### src/logic/board_defines.svh
/*
 * Board-level constants for the host-bus core: address spaces, register
 * offsets, field widths and the watchdog tick. Include wherever a macro is used.
 */
`ifndef BOARD_DEFINES_SVH
`define BOARD_DEFINES_SVH

// ----------------------------------------
// register bus widths
// ----------------------------------------
`define REG_ADDR_W      16              // register address bits
`define REG_DATA_W      32              // quadlet register word
`define BOARD_ID_W      4               // rotary switch
`define WDOG_PERIOD_W   16              // low half of the written word

// ----------------------------------------
// address map
// ----------------------------------------
`define ADDR_MAIN       4'h0            // addr[15:12] of board registers
`define REG_STATUS      4'd0            // board status
`define REG_WDOG        4'd3            // watchdog period
`define REG_IPADDR      4'd11           // ip address
`define IP_RESET        32'hFFFF_FFFF   // unassigned ip after reset

// watchdog period unit, kept small so simulation stays short
`define WDOG_TICK       16

// link request fields
`define LREQ_TYPE_W     3
`define LREQ_DATA_W     12

`endif

### src/logic/regbus_pkg.sv
/*
 * Types carried on the internal register read/write bus and by the
 * board register block. Modules name these in ports as regbus_pkg::<type>.
 */
`include "board_defines.svh"

package regbus_pkg;

    // register address, space code in [15:12], offset in [3:0]
    typedef logic [`REG_ADDR_W-1:0]    reg_addr_t;

    // one quadlet of register data
    typedef logic [`REG_DATA_W-1:0]    reg_data_t;

    typedef logic [`BOARD_ID_W-1:0]    board_id_t;     // rotary switch number

    // watchdog period, in units of WDOG_TICK cycles
    typedef logic [`WDOG_PERIOD_W-1:0] wdog_period_t;

endpackage

### src/logic/phylink_pkg.sv
/*
 * Types for the PHY link request: request type, payload and the
 * serializer state machine encoding.
 */
`include "board_defines.svh"

package phylink_pkg;

    typedef logic [`LREQ_TYPE_W-1:0] lreq_type_t;      // request type, msb first on lreq
    typedef logic [`LREQ_DATA_W-1:0] lreq_data_t;      // request payload

    typedef enum logic [1:0] {
        IDLE,           // lreq low, waiting for a trigger
        SEND_TYPE,      // start bit then type bits
        SEND_DATA,      // payload bits
        STOP            // last data bit, stop bit follows
    } lreq_state_e;

endpackage

### src/logic/host_bus_mux.sv
/*
 * Arbitrates the FireWire and Ethernet hosts onto the single internal
 * register bus. Purely combinational; eth wins whenever it requests.
 */
`timescale 1ns/1ps

module host_bus_mux (
    input  logic                    fw_req_read_bus,    // fw wants the read bus
    input  regbus_pkg::reg_addr_t   fw_reg_raddr,
    input  logic                    fw_req_write_bus,   // fw wants the write bus
    input  regbus_pkg::reg_addr_t   fw_reg_waddr,
    input  regbus_pkg::reg_data_t   fw_reg_wdata,
    input  logic                    fw_reg_wen,
    input  logic                    fw_lreq_trig,
    input  phylink_pkg::lreq_type_t fw_lreq_type,
    input  logic                    eth_req_read_bus,   // eth wants the read bus
    input  regbus_pkg::reg_addr_t   eth_reg_raddr,
    input  logic                    eth_req_write_bus,  // eth wants the write bus
    input  regbus_pkg::reg_addr_t   eth_reg_waddr,
    input  regbus_pkg::reg_data_t   eth_reg_wdata,
    input  logic                    eth_reg_wen,
    input  logic                    eth_lreq_trig,
    input  phylink_pkg::lreq_type_t eth_lreq_type,
    output regbus_pkg::reg_addr_t   reg_raddr,          // muxed read address
    output regbus_pkg::reg_addr_t   reg_waddr,
    output regbus_pkg::reg_data_t   reg_wdata,
    output logic                    reg_wen,
    output logic                    lreq_trig,          // either host triggers
    output phylink_pkg::lreq_type_t lreq_type
);

    // read bus, parked at address 0 when nobody asks for it
    assign reg_raddr = eth_req_read_bus ? eth_reg_raddr :
                       fw_req_read_bus  ? fw_reg_raddr  : '0;

    // write bus, fw strobe only counts while fw holds the bus
    assign reg_waddr = eth_req_write_bus ? eth_reg_waddr : fw_reg_waddr;
    assign reg_wdata = eth_req_write_bus ? eth_reg_wdata : fw_reg_wdata;
    assign reg_wen   = eth_req_write_bus ? eth_reg_wen : (fw_req_write_bus & fw_reg_wen);

    // phy request, eth type wins on a simultaneous trigger
    assign lreq_trig = eth_lreq_trig | fw_lreq_trig;
    assign lreq_type = eth_lreq_trig ? eth_lreq_type : fw_lreq_type;

endmodule

### src/logic/board_regs.sv
/*
 * Main-space board registers: status, IP address and watchdog period.
 * Decodes main-space writes for the watchdog and routes read data,
 * falling back to the external board data for anything not held here.
 */
`timescale 1ns/1ps
`include "board_defines.svh"

module board_regs (
    input  logic                     sysclk,
    input  logic                     rst_n,
    input  regbus_pkg::reg_addr_t    reg_raddr,
    input  regbus_pkg::reg_addr_t    reg_waddr,
    input  regbus_pkg::reg_data_t    reg_wdata,
    input  logic                     reg_wen,
    input  regbus_pkg::reg_data_t    reg_rdata_ext,  // external board registers
    input  regbus_pkg::board_id_t    board_id,
    input  logic                     wdog_timeout,
    output regbus_pkg::reg_data_t    reg_rdata,
    output regbus_pkg::wdog_period_t wdog_period,    // period in ticks, 0 = off
    output logic                     wdog_kick,      // any main-space write
    output logic                     wdog_period_wr  // write to REG_WDOG
);
    import regbus_pkg::*;

    logic      raddr_main;     // read hits board register space
    logic      waddr_main;     // write hits board register space
    logic      ip_wr;
    reg_data_t ip_address;

    // ----------------------------------------
    // address decode
    // ----------------------------------------
    assign raddr_main = (reg_raddr[15:12] == `ADDR_MAIN) && (reg_raddr[7:4] == 4'd0);
    assign waddr_main = (reg_waddr[15:12] == `ADDR_MAIN) && (reg_waddr[7:4] == 4'd0);

    assign wdog_kick      = reg_wen & waddr_main;
    assign wdog_period_wr = wdog_kick & (reg_waddr[3:0] == `REG_WDOG);
    assign ip_wr          = wdog_kick & (reg_waddr[3:0] == `REG_IPADDR);

    // ----------------------------------------
    // writable registers
    // ----------------------------------------
    always_ff @(posedge sysclk or negedge rst_n) begin
        if (!rst_n) begin
            ip_address  <= `IP_RESET;               // no address until host sets one
            wdog_period <= '0;                      // watchdog off
        end else begin
            if (ip_wr)
                ip_address <= reg_wdata;
            if (wdog_period_wr)
                wdog_period <= reg_wdata[`WDOG_PERIOD_W-1:0];
        end
    end

    // ----------------------------------------
    // read data routing, zero latency
    // ----------------------------------------
    always_comb begin
        reg_rdata = reg_rdata_ext;                  // other spaces and unused offsets
        if (raddr_main) begin
            case (reg_raddr[3:0])
                `REG_STATUS: reg_rdata = {4'd0, board_id, 23'd0, wdog_timeout};
                `REG_IPADDR: reg_rdata = ip_address;
                `REG_WDOG:   reg_rdata = reg_data_t'(wdog_period);   // zero-extended
                default:     reg_rdata = reg_rdata_ext;
            endcase
        end
    end

endmodule

### src/logic/wdog_timer.sv
/*
 * Host watchdog. Counts sysclk cycles since the last main-space write
 * and raises a sticky timeout once period * WDOG_TICK cycles have passed.
 */
`timescale 1ns/1ps
`include "board_defines.svh"

module wdog_timer (
    input  logic                     sysclk,
    input  logic                     rst_n,
    input  regbus_pkg::wdog_period_t wdog_period,     // 0 disables
    input  logic                     wdog_kick,       // restart count
    input  logic                     wdog_period_wr,  // new period, restart count
    input  logic                     wdog_clear,      // drop the timeout flag
    output logic                     wdog_timeout
);
    import regbus_pkg::*;

    // wide enough for the largest period scaled by the tick
    localparam int CNT_W = $bits(wdog_period_t) + $clog2(`WDOG_TICK);

    logic [CNT_W-1:0] cycle_cnt;    // cycles since last kick
    logic [CNT_W-1:0] limit;        // period in cycles
    logic             expired;

    assign limit   = CNT_W'(wdog_period) * CNT_W'(`WDOG_TICK);
    assign expired = (wdog_period != '0) && (cycle_cnt == limit);

    // saturating cycle counter
    always_ff @(posedge sysclk or negedge rst_n) begin
        if (!rst_n)
            cycle_cnt <= '0;
        else if (wdog_kick || wdog_period_wr)
            cycle_cnt <= '0;
        else if (cycle_cnt < limit)
            cycle_cnt <= cycle_cnt + 1'b1;          // holds at limit
    end

    // sticky flag, a kick alone never clears it
    always_ff @(posedge sysclk or negedge rst_n) begin
        if (!rst_n)
            wdog_timeout <= 1'b0;
        else if (wdog_clear || (wdog_period == '0))
            wdog_timeout <= 1'b0;                   // host ack or watchdog disabled
        else if (expired)
            wdog_timeout <= 1'b1;
    end

endmodule

### src/logic/phy_request.sv
/*
 * Serializes a link request onto lreq: start bit, 3 type bits and
 * 12 data bits msb first, then a stop bit. One bit per sysclk; a trigger
 * seen while a frame is going out is dropped.
 */
`timescale 1ns/1ps

module phy_request (
    input  logic                    sysclk,
    input  logic                    rst_n,
    input  logic                    trigger,    // single-cycle request
    input  phylink_pkg::lreq_type_t rtype,
    input  phylink_pkg::lreq_data_t data,
    output logic                    lreq        // serial line to the phy
);
    import phylink_pkg::*;

    localparam int TYPE_W = $bits(lreq_type_t);
    localparam int DATA_W = $bits(lreq_data_t);
    localparam int SHR_W  = TYPE_W + DATA_W;

    lreq_state_e      state;
    logic [3:0]       bit_idx;      // bits left in the current field
    logic [SHR_W-1:0] shreg;        // {type, data}, shifted out msb first

    always_ff @(posedge sysclk or negedge rst_n) begin
        if (!rst_n) begin
            state   <= IDLE;
            lreq    <= 1'b0;
            bit_idx <= '0;
        end else begin
            case (state)
                IDLE: begin
                    lreq <= 1'b0;                   // doubles as the stop bit
                    if (trigger) begin
                        lreq    <= 1'b1;            // start bit next cycle
                        bit_idx <= 4'(TYPE_W - 1);
                        state   <= SEND_TYPE;
                    end
                end
                SEND_TYPE: begin
                    lreq <= shreg[SHR_W-1];
                    if (bit_idx == '0) begin
                        bit_idx <= 4'(DATA_W - 1);
                        state   <= SEND_DATA;
                    end else begin
                        bit_idx <= bit_idx - 1'b1;
                    end
                end
                SEND_DATA: begin
                    lreq <= shreg[SHR_W-1];
                    if (bit_idx == '0)
                        state <= STOP;
                    else
                        bit_idx <= bit_idx - 1'b1;
                end
                STOP: begin
                    lreq  <= 1'b0;                  // stop bit
                    state <= IDLE;
                end
                default: state <= IDLE;
            endcase
        end
    end

    // payload shifter, loaded only when idle
    always_ff @(posedge sysclk) begin
        if (state == IDLE) begin
            if (trigger)
                shreg <= {rtype, data};
        end else begin
            shreg <= {shreg[SHR_W-2:0], 1'b0};
        end
    end

endmodule

### src/logic/fpga_board_core.sv
/*
 * Host-bus core of the FireWire/Ethernet controller board. Muxes the two
 * hosts onto one register bus, serves the board registers, runs the host
 * watchdog and sends PHY link requests on lreq.
 */
`timescale 1ns/1ps
`include "board_defines.svh"

module fpga_board_core (
    input  logic                     sysclk,
    input  logic                     rst_n,
    // firewire host
    input  logic                     fw_req_read_bus,
    input  regbus_pkg::reg_addr_t    fw_reg_raddr,
    input  logic                     fw_req_write_bus,
    input  regbus_pkg::reg_addr_t    fw_reg_waddr,
    input  regbus_pkg::reg_data_t    fw_reg_wdata,
    input  logic                     fw_reg_wen,
    input  logic                     fw_lreq_trig,
    input  phylink_pkg::lreq_type_t  fw_lreq_type,
    // ethernet host
    input  logic                     eth_req_read_bus,
    input  regbus_pkg::reg_addr_t    eth_reg_raddr,
    input  logic                     eth_req_write_bus,
    input  regbus_pkg::reg_addr_t    eth_reg_waddr,
    input  regbus_pkg::reg_data_t    eth_reg_wdata,
    input  logic                     eth_reg_wen,
    input  logic                     eth_lreq_trig,
    input  phylink_pkg::lreq_type_t  eth_lreq_type,
    // board side
    input  regbus_pkg::board_id_t    board_id,
    input  regbus_pkg::reg_data_t    reg_rdata_ext,
    input  logic                     wdog_clear,
    output regbus_pkg::reg_addr_t    reg_raddr,
    output regbus_pkg::reg_data_t    reg_rdata,
    output regbus_pkg::reg_addr_t    reg_waddr,
    output regbus_pkg::reg_data_t    reg_wdata,
    output logic                     reg_wen,
    output logic                     lreq,
    output logic                     wdog_timeout
);
    import regbus_pkg::*;
    import phylink_pkg::*;

    logic         lreq_trig;        // merged trigger
    lreq_type_t   lreq_type;
    wdog_period_t wdog_period;
    logic         wdog_kick;
    logic         wdog_period_wr;

    host_bus_mux i_host_bus_mux (.*);

    board_regs i_board_regs (.*);

    wdog_timer i_wdog_timer (.*);

    // payload rides on the low bits of the write data
    phy_request i_phy_request (
        .sysclk  (sysclk),
        .rst_n   (rst_n),
        .trigger (lreq_trig),
        .rtype   (lreq_type),
        .data    (reg_wdata[`LREQ_DATA_W-1:0]),
        .lreq    (lreq)
    );

endmodule

### config.mk
export PLATFORM = sky130hd
export DESIGN_NAME = fpga_board_core
export DESIGN_NICKNAME = d
export VERILOG_FILES = /design/src/logic/regbus_pkg.sv /design/src/logic/phylink_pkg.sv /design/src/logic/host_bus_mux.sv /design/src/logic/board_regs.sv /design/src/logic/wdog_timer.sv /design/src/logic/phy_request.sv /design/src/logic/fpga_board_core.sv
export VERILOG_INCLUDE_DIRS = /design/src /design/src/logic
export SDC_FILE = /design/constraint.sdc
export NUM_CORES = 1
export LEC_CHECK = 0
export BUFFER_PORTS_ARGS = -buffer_cell sky130_fd_sc_hd__buf_4
export CAP_MARGIN = 15
export CORE_MARGIN = 2
export CORE_UTILIZATION = 51
export CTS_CLUSTER_SIZE = 10
export DETAILED_ROUTE_END_ITERATION = 16
export GPL_TIMING_DRIVEN = 0
export HOLD_SLACK_MARGIN = 0.15
export PLACE_DENSITY = 0.83
export SYNTH_ARGS = -nofsm -noshare
export SYNTH_HDL_FRONTEND = slang
export SYNTH_SLANG_ARGS = --single-unit
### constraint.sdc
create_clock -name sysclk -period 4.6 [get_ports sysclk]
set_clock_uncertainty 0.1 [all_clocks]
set_input_delay 0.46 -clock sysclk [delete_from_list [all_inputs] [get_ports sysclk]]
set_output_delay 0.46 -clock sysclk [all_outputs]
set_load 0.01 [all_outputs]
After elaboration in Yosys (flattened, before gate mapping). Index checks and enable logic that the tools add are counted.

Flip-flop bits (word level): 91. Latch bits: 0. RAM bits: 0. Bits in read-only memories: 0. Input bits: 181. Output and inout port bits: 99. Word-level logic and storage cells: 73. Memories: 0.

$add $sub $neg: 2. Multiply operators: 0. Divide/modulo/power cells: 0. Order comparisons: 1. Eq/ne operators: 12. Shift-type cells: 0. Mux-type cells: 24. Bitwise logic cells: 5. Reductions and logical operators: 20.

Operator list (count): case mux 32 bit (3 select lines) (1); 2-to-1 mux 32 bit (2); 2-to-1 mux 16 bit (3); 2-to-1 mux 20 bit (2); 2-to-1 mux 15 bit (2); zero test 4 bit (6); adder 20 x 1 -> 20 bit (second input constant) (1); equality test 20 bit (1); less-than comparator 20 bit (1); zero test 16 bit (1); nonzero test 16 bit (1); 2-to-1 mux 4 bit (3); case mux 4 bit (3 select lines) (1); equality test 4 x 2 -> 1 bit (second input constant) (2); equality test 4 bit (second input constant) (2); case mux 2 bit (4 select lines) (1); 2-to-1 mux 2 bit (3); AND reduction 3 bit (2); AND 1 bit (4); equality test 2 bit (second input constant) (2); 2-to-1 mux 1 bit (4); != test 2 x 1 -> 1 bit (second input constant) (2); != test 2 bit (second input constant) (2); nonzero test 2 bit (2); other kinds (10) (13).

Logic depth before layout (Yosys ltp).
Depth after elaboration: 7. Mapped depth: 10. Mapped depth without buffers: 8.

Modules after synthesis. Synthesis repeated with hierarchy kept, for this count alone.

Cells, all modules: 592. Area total of the unflattened synthesis: 6501.2 um^2.

Modules (own cells, without submodules): board_regs (times used 1, cells each 207, area each 2700.1 um^2, seq. area each 1241.2 um^2); wdog_timer (times used 1, cells each 185, area each 1566.5 um^2, seq. area each 525.5 um^2); phy_request (times used 1, cells each 117, area each 1164.9 um^2, seq. area each 615.6 um^2); host_bus_mux (times used 1, cells each 83, area each 1069.8 um^2, seq. area each 0.0 um^2).

Least setup slack after synthesis. No wires, ideal clock.

Kind: input-to-output. From: input port fw_req_read_bus. To: output port reg_rdata[10]. Arrival: 1.824 ns. Required time: 4.040 ns. Setup slack: 2.216 ns. Stages: 8. Buffers on the path: 2. Cells stage by stage: nor2b_2 -> a22o_1 -> nor3_4 -> o21a_1 -> buf_2 -> buf_4 -> nor2_1 -> nor2_1.

Word-level cells in the longest chain between the ends: 5. Elaborated cells between the ends (all ways): 10. Classes of those cells: eq/ne: 2; mux: 4; reduce/logical: 4.

RTL lines: start, declared (RTL line fpga_board_core.sv:13) `input logic fw_req_read_bus,`; 2-to-1 mux 16 bit * (RTL line host_bus_mux.sv:34) `fw_req_read_bus ? fw_reg_raddr : '0;`; 2-to-1 mux 16 bit * (RTL line host_bus_mux.sv:33) `assign reg_raddr = eth_req_read_bus ? eth_reg_raddr :`; via reg_raddr[0] (RTL line fpga_board_core.sv:34) `output regbus_pkg::reg_addr_t reg_raddr,`; equality test 4 x 2 -> 1 bit (tied with other cells) (RTL line board_regs.sv:62) `case (reg_raddr[3:0])`; case mux 32 bit (3 select lines) * (RTL line board_regs.sv:62); 2-to-1 mux 32 bit * (RTL line board_regs.sv:61) `if (raddr_main) begin`; end, declared (RTL line fpga_board_core.sv:35) `output regbus_pkg::reg_data_t reg_rdata,`.

The timed path passes the listed nets; every way through them passes the cells marked *.

Worst setup path after layout.
From: input port fw_req_read_bus. To: output port reg_rdata[24].

Word-level cells in the longest chain between the ends: 5. Elaborated cells between the ends (all ways): 10. Classes of those cells: eq/ne: 2; mux: 4; reduce/logical: 4.

RTL lines (RTL line): 2-to-1 mux 16 bit * (host_bus_mux.sv:34); 2-to-1 mux 16 bit * (host_bus_mux.sv:33); equality test 4 x 2 -> 1 bit (tied with other cells) (board_regs.sv:62); case mux 32 bit (3 select lines) or logical AND 1 bit (tied branches) (board_regs.sv:62, board_regs.sv:34); 2-to-1 mux 32 bit * (board_regs.sv:61).

Every way passes the cells marked *; elsewhere a longest branch is shown, timed or not.

==> flow_summary.toml <==
[outcome]
status = "finished clean"

[final_layout]
area.growth.synth_to_final_pct = 43.41
layout.cells.non_filler = 1067
leading_cell_types_in_the_layout_fill_and_taps_excluded = "buf_4, nor2_1, a21oi_1"
finish.net_count = 1124
drive_gt1_share_pct = 44.37
diode_count = 0
layout.cells.most_common = "buf_4"
n_fill_cell = 831

[clocking]
cts-root-buf = "clkbuf_16"
clock_tree_from_tritoncts = "yes"
cts_max_level = 3
worst_skew_pair.late_latency_ps = 350
worst_setup_hold_path_clk_slew_ps = 70
tritoncts_num_sinks = 91
cts_resized = 0
post_cts.repair.setup_buffers = 0
clock_path_buffers = 2
cts_hold_repair.buffers = 0
cts-buffers-inserted = 9

[logic_synthesis]
yosysWarnings = 0
synth_edf_count = 14
synth_seq_area_share_pct = 40.42
synthesis.area_per_instance_um2 = 9.356
syn-cell-area_um2 = 5894
yosysUniqueCellTypes = 61
async_reset_ff_share_pct = 83.52
synthCells = 630
most_used_dff_post_synth = "dfrtp_1"
synth_fp_nets = 835
synth.ff_latch_count = 91

[drt]
routed_via_density = 5.943
drt_pre_antenna_iters = 7
ant_nets = 0
remaining_drc_errors = 0
route.final.wire_length_um = 21460
wl_per_cell_um = 20.12
dr.first_iter.drc_count = 440
vias = 6341

[floorplanning]
io-pin-count = 280
floorplan.die_area_um2 = 12430
core.rowCount = 39
chipHeight_um = 111.5
initial_utilization_pct = 51.84
floorplan.core_area_um2 = 11370
die_boundary_width_um = 111.5

[critical_path]
reg2regPathDepth = 10
worst_path_most_repeated_cell = "buf_4"
setup.reg_to_reg.worst_slack_ps = 1990
setup.worst_path.start_class = "input pin"
endpoint = "reg_rdata[24]"
critPathKind = "input pin to output port"
cell_at_the_slowest_stage_of_the_critical_path = "nor3_4"
timing.critical_path.required_ps = 4040
worst-endpoint-arrival_ps = 2650
worst_r2r_startpoint = "i_board_regs.wdog_period[15]"
worstSetupStartpoint = "fw_req_read_bus"
critical_path_fanout_max = 10
worst_r2r_endpoint = "i_wdog_timer.cycle_cnt[1]"
crit_chain = "buf_4 > nor2b_2 > a22o_1 > nor3_4 > o21a_1 > buf_2 > buf_4 > nor2_1 > nor2_1 > buf_4"
critical-path-max-stage-delay_ps = 360
critical_path.endpoint_type = "output port"

[placement]
place.detailed.hpwl_um = 17030
dp_cells = 1051
finalWeightedCongestion = 0.9510
portBuffers = 278

[grt]
maximum_number_of_pins_on_one_net_before_global_route_repair = 77
grt_antenna_before_repair = 0
globalRouteTotalUtil_pct = 33.89
global_route.overflow_total = 0
wire_length_of_the_first_global_routing_pass_um = 33380
number_of_global_route_vias_before_repair = 6229

[power]
power_per_cell_area_nw_per_um2 = 363.0
total_leakage_power_uw = 0.004005
vdd_drop_max_uv = 364.9

[hold_path]
worst_hold_path_type = "input pin to async pin"

[sta]
finalSetupTns_ps = 0
max_freq_mhz = 311.3
max_slew.worst_pin.slew_ps = 954.2
period_needed_ps = 3213
number_of_hold_violations_in_the_final_report = 0
timing.final.setup_violations = 0
min_period_over_period_pct = 69.84
grt_setup_unrepaired = "false"
slew_violations = 0
slew_limit_headroom_pct = 36.39

[run]
maxCapViolCount = 0
==> cells in the mapped netlist, types with 19 or more instances <==
cell	number	area share, %
a21oi_1	68	5.8
o21ai_0	20	1.7
nand2_1	19	1.2
a221oi_1	19	2.8
inv_1	56	3.6
a22o_1	26	3.9
nor2_1	85	5.4
mux2_2	48	9.2
dfrtp_1	44	19
dfstp_2	32	14
mux2i_1	19	3.2
ha_1	24	5.1
==> cell families (layout without fill, tap and decap cells) <==
family          count (synthesis)  after routing  share of synthesized area [%]
simple gates                  182            182                          15.92
flops                          91             91                          40.42
compound gates                175            175                          19.42
mux                            67             67                          12.40
fa+ha+maj                      24             24                          5.094
buf+inv                        90            384                          6.601
xor+xnor                        1              1                         0.1486
==> cell type report <==
class                   instances  area [um^2]  area share, %
clock buffers                   9        225.2          2.664
multi-input cells             449         3123          36.94
repair buffers                278         2087          24.69
flip-flops and latches         91         2382          28.18
well taps                     143        178.9          2.117
inverters                      56        210.2          2.487
clock inverters                 7        67.56         0.7993
plain buffers                  34        178.9          2.117
==> through the flow <==
stage               cell area, um^2  utilization (%)  hold slack, ps  total power [uW]  worst slack, ps
CTS                            8453            74.35           190.7              3055             1450
detailed placement             8160            71.77           354.7              2322             1463
global placement               8160            71.77           346.6              2239             1464
floorplan                      5894                -           64.41              1824             2216
finish                         8453            74.35           147.7              3069             1387
global route                   8453            74.35           242.2              3243             1344
==> critical path: cells and delay by family <==
kind            cells  cell delay [ps]
buf+inv             4              910
simple gates        4              850
compound gates      2              410
==> registers in the layout, indices dropped and copies added, names as in the netlist <==
register,cells
i_board_regs.ip_address,32
i_board_regs.wdog_period,16
i_phy_request.bit_idx,4
i_phy_request.lreq,1
i_phy_request.shreg,15
i_phy_request.state,2
i_wdog_timer.cycle_cnt,20
i_wdog_timer.wdog_timeout,1
==> worst min-delay path by stage <==
stage,startpoint,endpoint
after CTS,rst_n,i_wdog_timer.cycle_cnt[17]
final,rst_n,i_wdog_timer.cycle_cnt[12]
after floorplan,rst_n,i_board_regs.wdog_period[0]
after detailed placement,i_phy_request.shreg[0],i_phy_request.shreg[0]
after global placement,i_phy_request.shreg[0],i_phy_request.shreg[0]
after global routing,rst_n,i_wdog_timer.cycle_cnt[13]
==> per-layer routing <==
metal | part of all wire (%) | GRT usage [%]
met1 | 39 | 43.37
met5 | 0 | 0
met2 | 50 | 59.15
met3 | 7.6 | 3.919
met4 | 3.1 | 13.09
==> power breakdown <==
| group | internal [uW] | leakage [uW] | switching (uW) |
|---|---|---|---|
| sequential | 1010 | 0.00103 | 157 |
| clock | 383 | 0.000142 | 349 |
| combinational | 537 | 0.00284 | 635 |
(Power assumes the default switching activity.)
